==> src/hw/trace_pkg.sv <==
/*
 * Shared sizes and types of the trace cache.
 * Every instruction is 4 bytes, so compressed code is not supported.
 * LINES and SLOTS are expected to be powers of two.
 * AGE_PERIOD sets how many cycles pass between aging ticks.
 */
`default_nettype none

package trace_pkg;

	// geometry
	localparam int SLOTS = 4;
	localparam int LINES = 8;

	// address and instruction widths
	localparam int PC_W = 16;
	localparam int INSTR_W = 32;

	// every slot advances the pc by one full word
	localparam int INSN_BYTES = 4;

	// use count behaviour
	localparam int USE_W = 3;
	localparam int USE_MAX = 7;
	localparam int FILL_USE = 2;

	// cycles between aging ticks
	localparam int AGE_PERIOD = 64;

	typedef logic [PC_W-1:0] pc_t;
	typedef logic [INSTR_W-1:0] instr_t;
	typedef logic [SLOTS-1:0] slot_mask_t;
	typedef logic [LINES-1:0] line_mask_t;
	typedef logic [$clog2(LINES)-1:0] line_idx_t;
	typedef logic [USE_W-1:0] use_t;

endpackage

`default_nettype wire
==> src/hw/trace_cache.sv <==
/*
 * Trace cache top level.
 * All inputs are single-cycle strobes and are always accepted.
 * A lookup in cycle t answers in cycle t+1 with hit_valid high for one cycle.
 * A fill in cycle t is visible to lookups from t+1 on; fills that repeat a
 * stored start pc, or find no free line, are dropped without notice.
 * invalidate empties the whole cache at the end of its cycle.
 */
`default_nettype none

module trace_cache (
	input  logic                                    clk,
	input  logic                                    reset,
	input  logic                                    lookup_valid,
	input  trace_pkg::pc_t                          lookup_pc,
	input  logic                                    fill_valid,
	input  trace_pkg::slot_mask_t                   fill_slot_valid,
	input  trace_pkg::pc_t [trace_pkg::SLOTS-1:0]    fill_pc,
	input  trace_pkg::instr_t [trace_pkg::SLOTS-1:0] fill_instr,
	input  logic                                    fill_taken,
	input  trace_pkg::pc_t                          fill_target,
	input  logic                                    invalidate,
	output logic                                    hit_valid,
	output logic                                    hit,
	output trace_pkg::slot_mask_t                   hit_slot_valid,
	output trace_pkg::pc_t [trace_pkg::SLOTS-1:0]    hit_pc,
	output trace_pkg::instr_t [trace_pkg::SLOTS-1:0] hit_instr,
	output trace_pkg::pc_t                          hit_pc_next
);
	import trace_pkg::*;

	line_mask_t lookup_match;
	logic       fill_match;
	logic       victim_ok;
	line_idx_t  victim;
	logic       write_en;
	line_idx_t  write_line;
	pc_t        write_next_pc;

	trace_tag_store u_tag_store (
		.clk              (clk),
		.reset            (reset),
		.invalidate       (invalidate),
		.lookup_valid     (lookup_valid),
		.lookup_pc        (lookup_pc),
		.fill_pc0         (fill_pc[0]),
		.write_en         (write_en),
		.write_line       (write_line),
		.write_slot_valid (fill_slot_valid),
		.write_next_pc    (write_next_pc),
		.lookup_match     (lookup_match),
		.fill_match       (fill_match),
		.hit_valid        (hit_valid),
		.hit              (hit),
		.hit_slot_valid   (hit_slot_valid),
		.hit_pc_next      (hit_pc_next)
	);

	trace_use_ages u_use_ages (
		.clk          (clk),
		.reset        (reset),
		.invalidate   (invalidate),
		.lookup_valid (lookup_valid),
		.lookup_match (lookup_match),
		.write_en     (write_en),
		.write_line   (write_line),
		.victim_ok    (victim_ok),
		.victim       (victim)
	);

	// combines the tag match and the victim search
	trace_fill u_fill (
		.fill_valid      (fill_valid),
		.fill_slot_valid (fill_slot_valid),
		.fill_pc         (fill_pc),
		.fill_taken      (fill_taken),
		.fill_target     (fill_target),
		.fill_match      (fill_match),
		.victim_ok       (victim_ok),
		.victim          (victim),
		.write_en        (write_en),
		.write_line      (write_line),
		.write_next_pc   (write_next_pc)
	);

	trace_data_array u_data_array (
		.clk          (clk),
		.write_en     (write_en),
		.write_line   (write_line),
		.fill_pc      (fill_pc),
		.fill_instr   (fill_instr),
		.lookup_match (lookup_match),
		.hit_pc       (hit_pc),
		.hit_instr    (hit_instr)
	);

endmodule

`default_nettype wire

==> src/hw/trace_data_array.sv <==
/*
 * Slot storage of the trace cache, one pc and instruction per slot.
 * Writes take effect at the clock edge; the read is a one-hot mux on
 * lookup_match into an output register, so data follows one cycle later.
 * On a miss the outputs read as zero.
 */
`default_nettype none

module trace_data_array (
	input  logic                                    clk,
	input  logic                                    write_en,
	input  trace_pkg::line_idx_t                    write_line,
	input  trace_pkg::pc_t [trace_pkg::SLOTS-1:0]    fill_pc,
	input  trace_pkg::instr_t [trace_pkg::SLOTS-1:0] fill_instr,
	input  trace_pkg::line_mask_t                   lookup_match,
	output trace_pkg::pc_t [trace_pkg::SLOTS-1:0]    hit_pc,
	output trace_pkg::instr_t [trace_pkg::SLOTS-1:0] hit_instr
);
	import trace_pkg::*;

	pc_t [SLOTS-1:0]    line_pc [LINES];
	instr_t [SLOTS-1:0] line_instr [LINES];

	pc_t [SLOTS-1:0]    sel_pc;
	instr_t [SLOTS-1:0] sel_instr;

	// whole group written at once, invalid slots are masked by the tag store
	always_ff @(posedge clk) begin
		if (write_en) begin
			line_pc[write_line] <= fill_pc;
			line_instr[write_line] <= fill_instr;
		end
	end

	// at most one line matches, so an or of the gated lines is enough
	always_comb begin
		sel_pc = '0;
		sel_instr = '0;
		for (int i = 0; i < LINES; i++) begin
			if (lookup_match[i]) begin
				sel_pc = sel_pc | line_pc[i];
				sel_instr = sel_instr | line_instr[i];
			end
		end
	end

	always_ff @(posedge clk) begin
		hit_pc <= sel_pc;
		hit_instr <= sel_instr;
	end

endmodule

`default_nettype wire

==> src/hw/trace_fill.sv <==
/*
 * Fill decision of the trace cache, purely combinational.
 * fill_slot_valid must be contiguous from slot 0, and fill_taken and
 * fill_target describe the last valid slot.
 * A group is written only when slot 0 is valid, no valid line already
 * starts at the same pc and a free line exists. Otherwise it is dropped.
 */
`default_nettype none

module trace_fill (
	input  logic                                 fill_valid,
	input  trace_pkg::slot_mask_t                fill_slot_valid,
	input  trace_pkg::pc_t [trace_pkg::SLOTS-1:0] fill_pc,
	input  logic                                 fill_taken,
	input  trace_pkg::pc_t                       fill_target,
	input  logic                                 fill_match,
	input  logic                                 victim_ok,
	input  trace_pkg::line_idx_t                 victim,
	output logic                                 write_en,
	output trace_pkg::line_idx_t                 write_line,
	output trace_pkg::pc_t                       write_next_pc
);
	import trace_pkg::*;

	pc_t  last_pc;
	pc_t  fall_through;
	logic group_ok;

	// pc of the highest valid slot, which is the last one for a contiguous mask
	always_comb begin
		last_pc = fill_pc[0];
		for (int s = 1; s < SLOTS; s++) begin
			if (fill_slot_valid[s]) begin
				last_pc = fill_pc[s];
			end
		end
	end

	assign fall_through = last_pc + pc_t'(INSN_BYTES);

	// taken branch at the end of the group redirects the next fetch
	assign write_next_pc = fill_taken ? fill_target : fall_through;

	// a group must start at slot 0 to be usable as a trace
	assign group_ok = fill_valid && fill_slot_valid[0];

	assign write_en = group_ok && !fill_match && victim_ok;
	assign write_line = victim;

endmodule

`default_nettype wire

==> src/hw/trace_use_ages.sv <==
/*
 * Use counts of the trace cache lines and choice of a replacement victim.
 * The aging counter runs freely from reset and ticks every AGE_PERIOD cycles.
 * Victim is the lowest-index line whose count is zero; victim_ok is low
 * when every line is in use, and then fills are dropped.
 * AGE_PERIOD must be a power of two no smaller than 2.
 */
`default_nettype none

module trace_use_ages (
	input  logic                  clk,
	input  logic                  reset,
	input  logic                  invalidate,
	input  logic                  lookup_valid,
	input  trace_pkg::line_mask_t lookup_match,
	input  logic                  write_en,
	input  trace_pkg::line_idx_t  write_line,
	output logic                  victim_ok,
	output trace_pkg::line_idx_t  victim
);
	import trace_pkg::*;

	typedef logic [$clog2(AGE_PERIOD)-1:0] age_t;

	age_t age_count;
	logic age_tick;
	use_t use_count [LINES];

	// free running aging period counter
	always_ff @(posedge clk) begin
		if (reset) begin
			age_count <= '0;
		end else if (age_tick) begin
			age_count <= '0;
		end else begin
			age_count <= age_count + 1'b1;
		end
	end

	assign age_tick = (age_count == age_t'(AGE_PERIOD - 1));

	// per-line counts, highest priority first
	always_ff @(posedge clk) begin
		for (int i = 0; i < LINES; i++) begin
			if (reset || invalidate) begin
				use_count[i] <= '0;
			end else if (write_en && (write_line == line_idx_t'(i))) begin
				// a fresh line starts with some credit
				if (use_count[i] < use_t'(FILL_USE)) begin
					use_count[i] <= use_t'(FILL_USE);
				end
			end else if (lookup_valid && lookup_match[i] && !age_tick) begin
				if (use_count[i] < use_t'(USE_MAX)) begin
					use_count[i] <= use_count[i] + 1'b1;
				end
			end else if (age_tick && (use_count[i] != '0)) begin
				use_count[i] <= use_count[i] - 1'b1;
			end
		end
	end

	// lowest free line, scanned from the top so index 0 wins
	always_comb begin
		victim_ok = 1'b0;
		victim = '0;
		for (int i = LINES - 1; i >= 0; i--) begin
			if (use_count[i] == '0) begin
				victim_ok = 1'b1;
				victim = line_idx_t'(i);
			end
		end
	end

endmodule

`default_nettype wire

==> src/hw/trace_tag_store.sv <==
/*
 * Per-line metadata of the trace cache: valid bit, tag, slot mask, next pc.
 * Matching is combinational against registered state, so a fill written
 * in cycle t is only visible to lookups from cycle t+1.
 * Lookup results appear one cycle after the strobe.
 * Invalidate clears every valid bit at the end of the cycle.
 */
`default_nettype none

module trace_tag_store (
	input  logic                  clk,
	input  logic                  reset,
	input  logic                  invalidate,
	input  logic                  lookup_valid,
	input  trace_pkg::pc_t        lookup_pc,
	input  trace_pkg::pc_t        fill_pc0,
	input  logic                  write_en,
	input  trace_pkg::line_idx_t  write_line,
	input  trace_pkg::slot_mask_t write_slot_valid,
	input  trace_pkg::pc_t        write_next_pc,
	output trace_pkg::line_mask_t lookup_match,
	output logic                  fill_match,
	output logic                  hit_valid,
	output logic                  hit,
	output trace_pkg::slot_mask_t hit_slot_valid,
	output trace_pkg::pc_t        hit_pc_next
);
	import trace_pkg::*;

	line_mask_t line_valid;
	pc_t        line_tag [LINES];
	slot_mask_t line_slots [LINES];
	pc_t        line_next [LINES];

	line_mask_t fill_hits;
	slot_mask_t sel_slots;
	pc_t        sel_next;

	// associative compare of both the lookup pc and the fill start pc
	always_comb begin
		for (int i = 0; i < LINES; i++) begin
			lookup_match[i] = line_valid[i] && (line_tag[i] == lookup_pc);
			fill_hits[i] = line_valid[i] && (line_tag[i] == fill_pc0);
		end
	end

	assign fill_match = |fill_hits;

	// one-hot select of the matching line's metadata, zero on a miss
	always_comb begin
		sel_slots = '0;
		sel_next = '0;
		for (int i = 0; i < LINES; i++) begin
			if (lookup_match[i]) begin
				sel_slots = sel_slots | line_slots[i];
				sel_next = sel_next | line_next[i];
			end
		end
	end

	// valid bits, invalidate wins over a fill in the same cycle
	always_ff @(posedge clk) begin
		if (reset || invalidate) begin
			line_valid <= '0;
		end else if (write_en) begin
			line_valid[write_line] <= 1'b1;
		end
	end

	always_ff @(posedge clk) begin
		if (write_en) begin
			line_tag[write_line] <= fill_pc0;
			line_slots[write_line] <= write_slot_valid;
			line_next[write_line] <= write_next_pc;
		end
	end

	// registered lookup outcome
	always_ff @(posedge clk) begin
		if (reset) begin
			hit_valid <= 1'b0;
			hit <= 1'b0;
		end else begin
			hit_valid <= lookup_valid;
			hit <= lookup_valid && (|lookup_match);
		end
	end

	always_ff @(posedge clk) begin
		hit_slot_valid <= sel_slots;
		hit_pc_next <= sel_next;
	end

endmodule

`default_nettype wire

==> config.mk <==
export PLATFORM = sky130hd
export DESIGN_NAME = trace_cache
export DESIGN_NICKNAME = d
export VERILOG_FILES = /design/src/hw/trace_pkg.sv /design/src/hw/trace_cache.sv /design/src/hw/trace_data_array.sv /design/src/hw/trace_fill.sv /design/src/hw/trace_use_ages.sv /design/src/hw/trace_tag_store.sv
export SDC_FILE = /design/constraint.sdc
export NUM_CORES = 2
export LEC_CHECK = 0
export BUFFER_PORTS_ARGS = -buffer_cell sky130_fd_sc_hd__buf_2
export CAP_MARGIN = 5
export CORE_ASPECT_RATIO = 1.2
export CORE_MARGIN = 1
export CORE_UTILIZATION = 30
export CTS_CLUSTER_DIAMETER = 40
export CTS_CLUSTER_SIZE = 30
export DETAILED_ROUTE_END_ITERATION = 7
export SYNTH_ARGS = -nofsm -noshare
export SYNTH_HDL_FRONTEND = slang
export SYNTH_SLANG_ARGS = --single-unit
==> constraint.sdc <==
create_clock -name clk -period 26.2 [get_ports clk]
set_clock_uncertainty 0.2 [all_clocks]
set_input_delay 1.31 -clock clk [delete_from_list [all_inputs] [get_ports clk]]
set_output_delay 1.31 -clock clk [all_outputs]
set_load 0.02 [all_outputs]
# After elaboration in Yosys (flattened, before gate mapping)
# Memories as Yosys holds them, arrays and structs flattened.
# Cells that the tools add are included.
# word_totals
reg_bits	228
ramBits	1848
memories	6
# mem_list
memory	depth	width	rd	rd_clocked_by_memory_dff	wr	line	source
u_data_array.line_instr	8	128	8	0	1	trace_data_array.sv:22	instr_t [SLOTS-1:0] line_instr [LINES];
u_data_array.line_pc	8	64	8	0	1	trace_data_array.sv:21	pc_t [SLOTS-1:0] line_pc [LINES];
u_tag_store.line_next	8	16	8	0	1	trace_tag_store.sv:33	pc_t line_next [LINES];
u_tag_store.line_tag	8	16	8	0	1	trace_tag_store.sv:31	pc_t line_tag [LINES];
u_tag_store.line_slots	8	4	8	0	1	trace_tag_store.sv:32	slot_mask_t line_slots [LINES];
u_use_ages.use_count	8	3	8	0	8	trace_use_ages.sv:27	use_t use_count [LINES];
# op_classes
addsub	18
magnitude_cmp	18
eq_ne	24
mux	194
bitwise	53
reduce_logical	76
# op_table
op	count
$mux 128	8
$or 128x128->128	7
$mux 64	8
$or 64x64->64	7
$eq 16x16->1	16
$mux 16	12
$mux 1	125
$or 16x16->16	7
$mux 3	32
$logic_and 1x1->1	53
$mux 4	8
$or 4x4->4	7
$logic_not 3->1	9
$add 3x1->3 const B	8
$lt 3x2->1 const B	8
$lt 3x3->1 const B	8
$or 1x1->1	24
$reduce_bool 3->1	8
$sub 3x1->3 const B	8
$add 16x3->16 const B	1
$reduce_or 8->1	2
$eq 3x3->1 const B	4
$or 8x8->8	1
$add 6x1->6 const B	1
9 further kinds	11

# Logic depth before layout (Yosys ltp)
# depth
word_depth	17
ltp_mapped	12
mapped_depth_nobuf	11

# By module
# Synthesis repeated with hierarchy kept, for this count alone.
# unflattened
hier_cells	4242
hier_area_um2	76103.0
# modules_own_cells
module	n_inst	cells_per_inst	area_per_inst_um2	seq_area_each_um2
trace_data_array	1	2869	58722.6	49967.9
trace_tag_store	1	918	13745.7	9248.9
trace_use_ages	1	252	2270.9	840.8
trace_fill	1	203	1363.8	0.0

# Worst setup path before layout
# Ideal clock, no wire load.
# synth_timing
kind	in2reg
startpoint	in fill_pc[12] (netlist bit)
endpoint	mem u_use_ages.use_count[0][7] (netlist bit) (data pin)
setup_ps	266
arrival_time_ps	11701
required_time_ps	25734
path_slack_ps	14033
stages	9
path_buffers	1
cell_sequence	buf_4 xor2_1 nor4_1 nand4_1 o22ai_1 or4b_4 nor3_2 o32a_1 nand2_1
# synth_rtl
element	line	source
from (decl)	trace_cache.sv:18	input trace_pkg::pc_t [trace_pkg::SLOTS-1:0] fill_pc,
to (decl)	trace_use_ages.sv:27	

# Worst setup path in the final report
# layout_timing
startpoint	in fill_pc[0] (netlist bit)
endpoint	mem u_data_array.line_pc[7][61] (netlist bit), enable pin
# layout_via
elab_chain_cells	8
# layout_lines
element	line	source
$eq 16x16->1	trace_tag_store.sv:43	fill_hits[i] = line_valid[i] && (line_tag[i] == fill_pc0);
$logic_and 1x1->1	trace_tag_store.sv:43	
$reduce_or 8->1 (*)	trace_tag_store.sv:47	assign fill_match = |fill_hits;
$logic_not 1->1 (*)	trace_fill.sv:47	assign write_en = group_ok && !fill_match && victim_ok;
$logic_and 1x1->1 (*) (2 in series)	trace_fill.sv:47	
$mux 1 (*)	trace_data_array.sv:29	if (write_en) begin
$mux 1 (not written as such) (*)	trace_data_array.sv:30	line_pc[write_line] <= fill_pc;
to (decl)	trace_data_array.sv:21	
# Every way passes the cells marked *; elsewhere a longest branch is shown, timed or not.

==> results_dict.tcl <==
set metrics [dict create \
    status "completed" \
    p_per_area_nw_per_um2 84.0 \
    syn_area_per_cell_um2 17.6 \
    postRouteAntennaNets 0 \
    critPathRequiredTime_ns 26.46 \
    maxSlewHeadroom 0.00105 \
    drc 0 \
    netlist_instances 4007 \
    max_cap_viol_count 0 \
    cts_hold_buffers 0 \
    dp_hpwl_mm 120 \
    endpoint_kind "register" \
    die_area_um2 237000 \
    grt_overflow 0 \
    wl_mm 207 \
    synth_ff_type "edfxtp_1" \
    grt_use_total 0.169 \
    syn-cell-area_um2 70600 \
    fin_cells 7887 \
    min_path_type "register to register" \
    grt_max_degree 136 \
    finalNetCount 4781 \
    seqPwrFrac 0.489 \
    drive_gt1_frac 0.206 \
    port-buffer-count 447 \
    gp_congestion 0.918 \
    core_area_um2 233000 \
    ios 448 \
    synth-edff-count 1720 \
    cts_tree "yes" \
    grt_pass1_wl_mm 294 \
    syn_nets 4267 \
    drv_slew 0 \
    min_period_over_period 0.211 \
    place_inst 7410 \
    die_x_um 445 \
    synthArstFlopShare 0 \
    p_leak_nw 28.3 \
    die_y_um 533 \
    cpMostUsedCell "buf_4" \
    post_cts_resized 0 \
    cts_root_buffer "clkbuf_16" \
    cp_data_arrival_time_ns 5.79 \
    fin_setup_tns_ns 0 \
    cp_max_fo 62 \
    ys_seq_area_frac 0.797 \
    crit_type "primary input to register" \
    clock-sinks 1948 \
    hold_viol_final 0 \
    p_sw_frac 0.231 \
    wl_per_cell_um 26.3 \
    cts_buffers 245 \
    period_needed_ns 5.52 \
    clock_latency_ns 0.93 \
    rsz0062_at_grt "false" \
    clkPwrFrac 0.482 \
    synthDistinctLibCells 64 \
    critical_path.slowest_cell "buf_4" \
    ys_warn_count 0 \
    clk_pin_slew_worst_paths_ns 0.06 \
    max_stage_delay_ns 0.86 \
    path_cells "buf_2, xor2_1, nor4_1, nand4_1, o22ai_1, or4_4, or3_1, inv_8, buf_4, buf_4" \
    ys_ff_latch 1948 \
    routed_via_density 5.11 \
    antenna_found_initial 74 \
    initial_core_util 0.302 \
    clock_path_buffers 4 \
    p_sw_mw 1.65 \
    dr_total_vias 40300 \
    ir_drop_mv 0.0799 \
    worstMarginPinSlew_ns 1.50 \
    max_freq_ghz 0.181 \
    htreeDepth 4 \
    internal_power_mw 5.49 \
    rows 194 \
    grt_pass1_vias 39600 \
    setup_violations 0 \
    firstDrtPassIters 6 \
    cts_setup_buffers 0 \
    p_comb_frac 0.029 \
    worstSetupStartpointType "primary input" \
    area_growth_pct 20.4 \
    drt_iter0_markers 3531 \
]
==> flip-flops by register name (all words and copies together), names as in the netlist <==
name / count
u_data_array.hit_instr: 128
u_tag_store.line_valid: 8
u_tag_store.hit_valid: 1
u_tag_store.hit: 1
u_tag_store.line_slots: 32
u_use_ages.age_count: 6
u_use_ages.use_count: 24
u_tag_store.line_next: 128
u_data_array.line_instr: 1024
u_tag_store.hit_pc_next: 16
u_data_array.line_pc: 482
u_data_array.hit_pc: 64
u_tag_store.hit_slot_valid: 4
u_tag_store.line_tag: 30
==> stage by stage <==
step	utilization	hold WS (ns)	total power, mW	instance area (um2)	setup WS (ns)
final	0.364	0.216	7.14	84900	20.68
after global placement	0.327	0.246	3.76	76300	19.71
after floorplan	-	0.232	3.66	70600	14.03
after CTS	0.364	0.208	7.20	84900	20.56
after global routing	0.364	0.244	7.33	84900	20.42
after detailed placement	0.327	0.257	3.76	76300	19.62
==> layout make-up <==
type	count	area (um2)
sequential	1948	56200
fill	21700	148000
timing repair buffer	508	2780
clock buffer	258	6180
antenna	21	52.6
clock inverter	198	2370
multi-input combinational	1790	13300
tap	3136	3920
inverter	28	128
==> final timing paths <==
check | startpoint | endpoint | slack (ns) | cells past startpoint
setup / recovery | fill_pc[0] | u_data_array.line_pc[7][61] | 20.68 | 10
hold / removal | u_tag_store.line_slots[3][0] | u_tag_store.hit_slot_valid[0] | 0.22 | 2
setup reg to reg | u_use_ages.use_count[0][4] | u_data_array.line_pc[7][61] | 20.73 | 10
hold reg to reg | u_tag_store.line_slots[3][0] | u_tag_store.hit_slot_valid[0] | 0.22 | 2
==> metal layers <==
metal	up-vias	wire length (um)	GRT usage
met1	20800	84500	0.221
li1	17500	-	-
met4	62	6520	0.0564
met2	1637	100000	0.277
met3	394	15600	0.0369
met5	-	418	0
==> power by group through the flow <==
| stage | combinational, mW | sequential (mW) | clock (mW) |
|---|---|---|---|
| floorplan | 0.0932 | 3.56 | 0 |
| global placement | 0.205 | 3.55 | 0 |
| detailed placement | 0.209 | 3.55 | 0 |
| CTS | 0.210 | 3.49 | 3.50 |
| global route | 0.221 | 3.49 | 3.62 |
| finish | 0.206 | 3.49 | 3.44 |
==> kinds of logic after synthesis <==
family | synth area share
adders and majority gates | 0.00461
AOI/OAI and AO/OA | 0.107
and+or+nand+nor | 0.0375
muxes | 0.00374
xor gates and xnor gates | 0.0339
buffers and inverters | 0.0161
DFF | 0.797
==> worst max-delay path, delay by kind of cell <==
kind            cells  cell delay [ns]
xor+xnor            1             0.21
simple gates        4             1.39
compound gates      1             0.16
buf+inv             4             2.54
==> placed cells by master, fill, tap and decap left out, drive strengths merged, types with 8 or more instances in the layout <==
cell type  instances
a21oi             24
a221oi           216
a22o             212
a22oi            425
a31oi              9
and3              11
buf              508
bufinv            18
clkbuf           258
clkinv            73
clkinvlp          19
dfxtp            228
diode             21
edfxtp          1720
ha                26
inv              116
mux2i             23
nand2             67
nand2b             8
nand3            249
nand4             41
nor2              55
nor2b              8
nor3              21
nor4              31
o21ai             35
xnor2            193
xor2              80
==> cells in the mapped netlist, types with 3 or more instances <==
library cell | count | area share
edfxtp_1 | 1720 | 0.73
a22oi_1 | 425 | 0.045
nand3_1 | 249 | 0.018
dfxtp_1 | 228 | 0.065
a221oi_1 | 216 | 0.027
a22o_1 | 212 | 0.026
xnor2_1 | 193 | 0.024
clkbuf_1 | 149 | 0.0079
xor2_1 | 80 | 0.0099
nand2_1 | 67 | 0.0036
nor2_1 | 55 | 0.0029
buf_2 | 51 | 0.0036
nand4_1 | 41 | 0.0036
o21ai_0 | 32 | 0.0023
nor4_1 | 29 | 0.0026
ha_1 | 26 | 0.0046
inv_1 | 26 | 0.0014
a21oi_1 | 24 | 0.0017
buf_1 | 24 | 0.0013
mux2i_1 | 23 | 0.0033
buf_4 | 17 | 0.0018
nor3_1 | 16 | 0.0011
and3_1 | 11 | 0.00098
a31oi_1 | 9 | 0.00080
nor2b_1 | 8 | 0.00071
nand2b_1 | 6 | 0.00053
nor3_2 | 5 | 0.00071
or3_1 | 5 | 0.00044
a211oi_1 | 4 | 0.00043
a311oi_1 | 3 | 0.00037
mux2_2 | 3 | 0.00048
nor3b_1 | 3 | 0.00032
o2111ai_1 | 3 | 0.00037
o21a_1 | 3 | 0.00032
o221a_2 | 3 | 0.00048
o22ai_1 | 3 | 0.00027
or2_2 | 3 | 0.00027
Note: power is estimated with default switching activity, not from simulation.
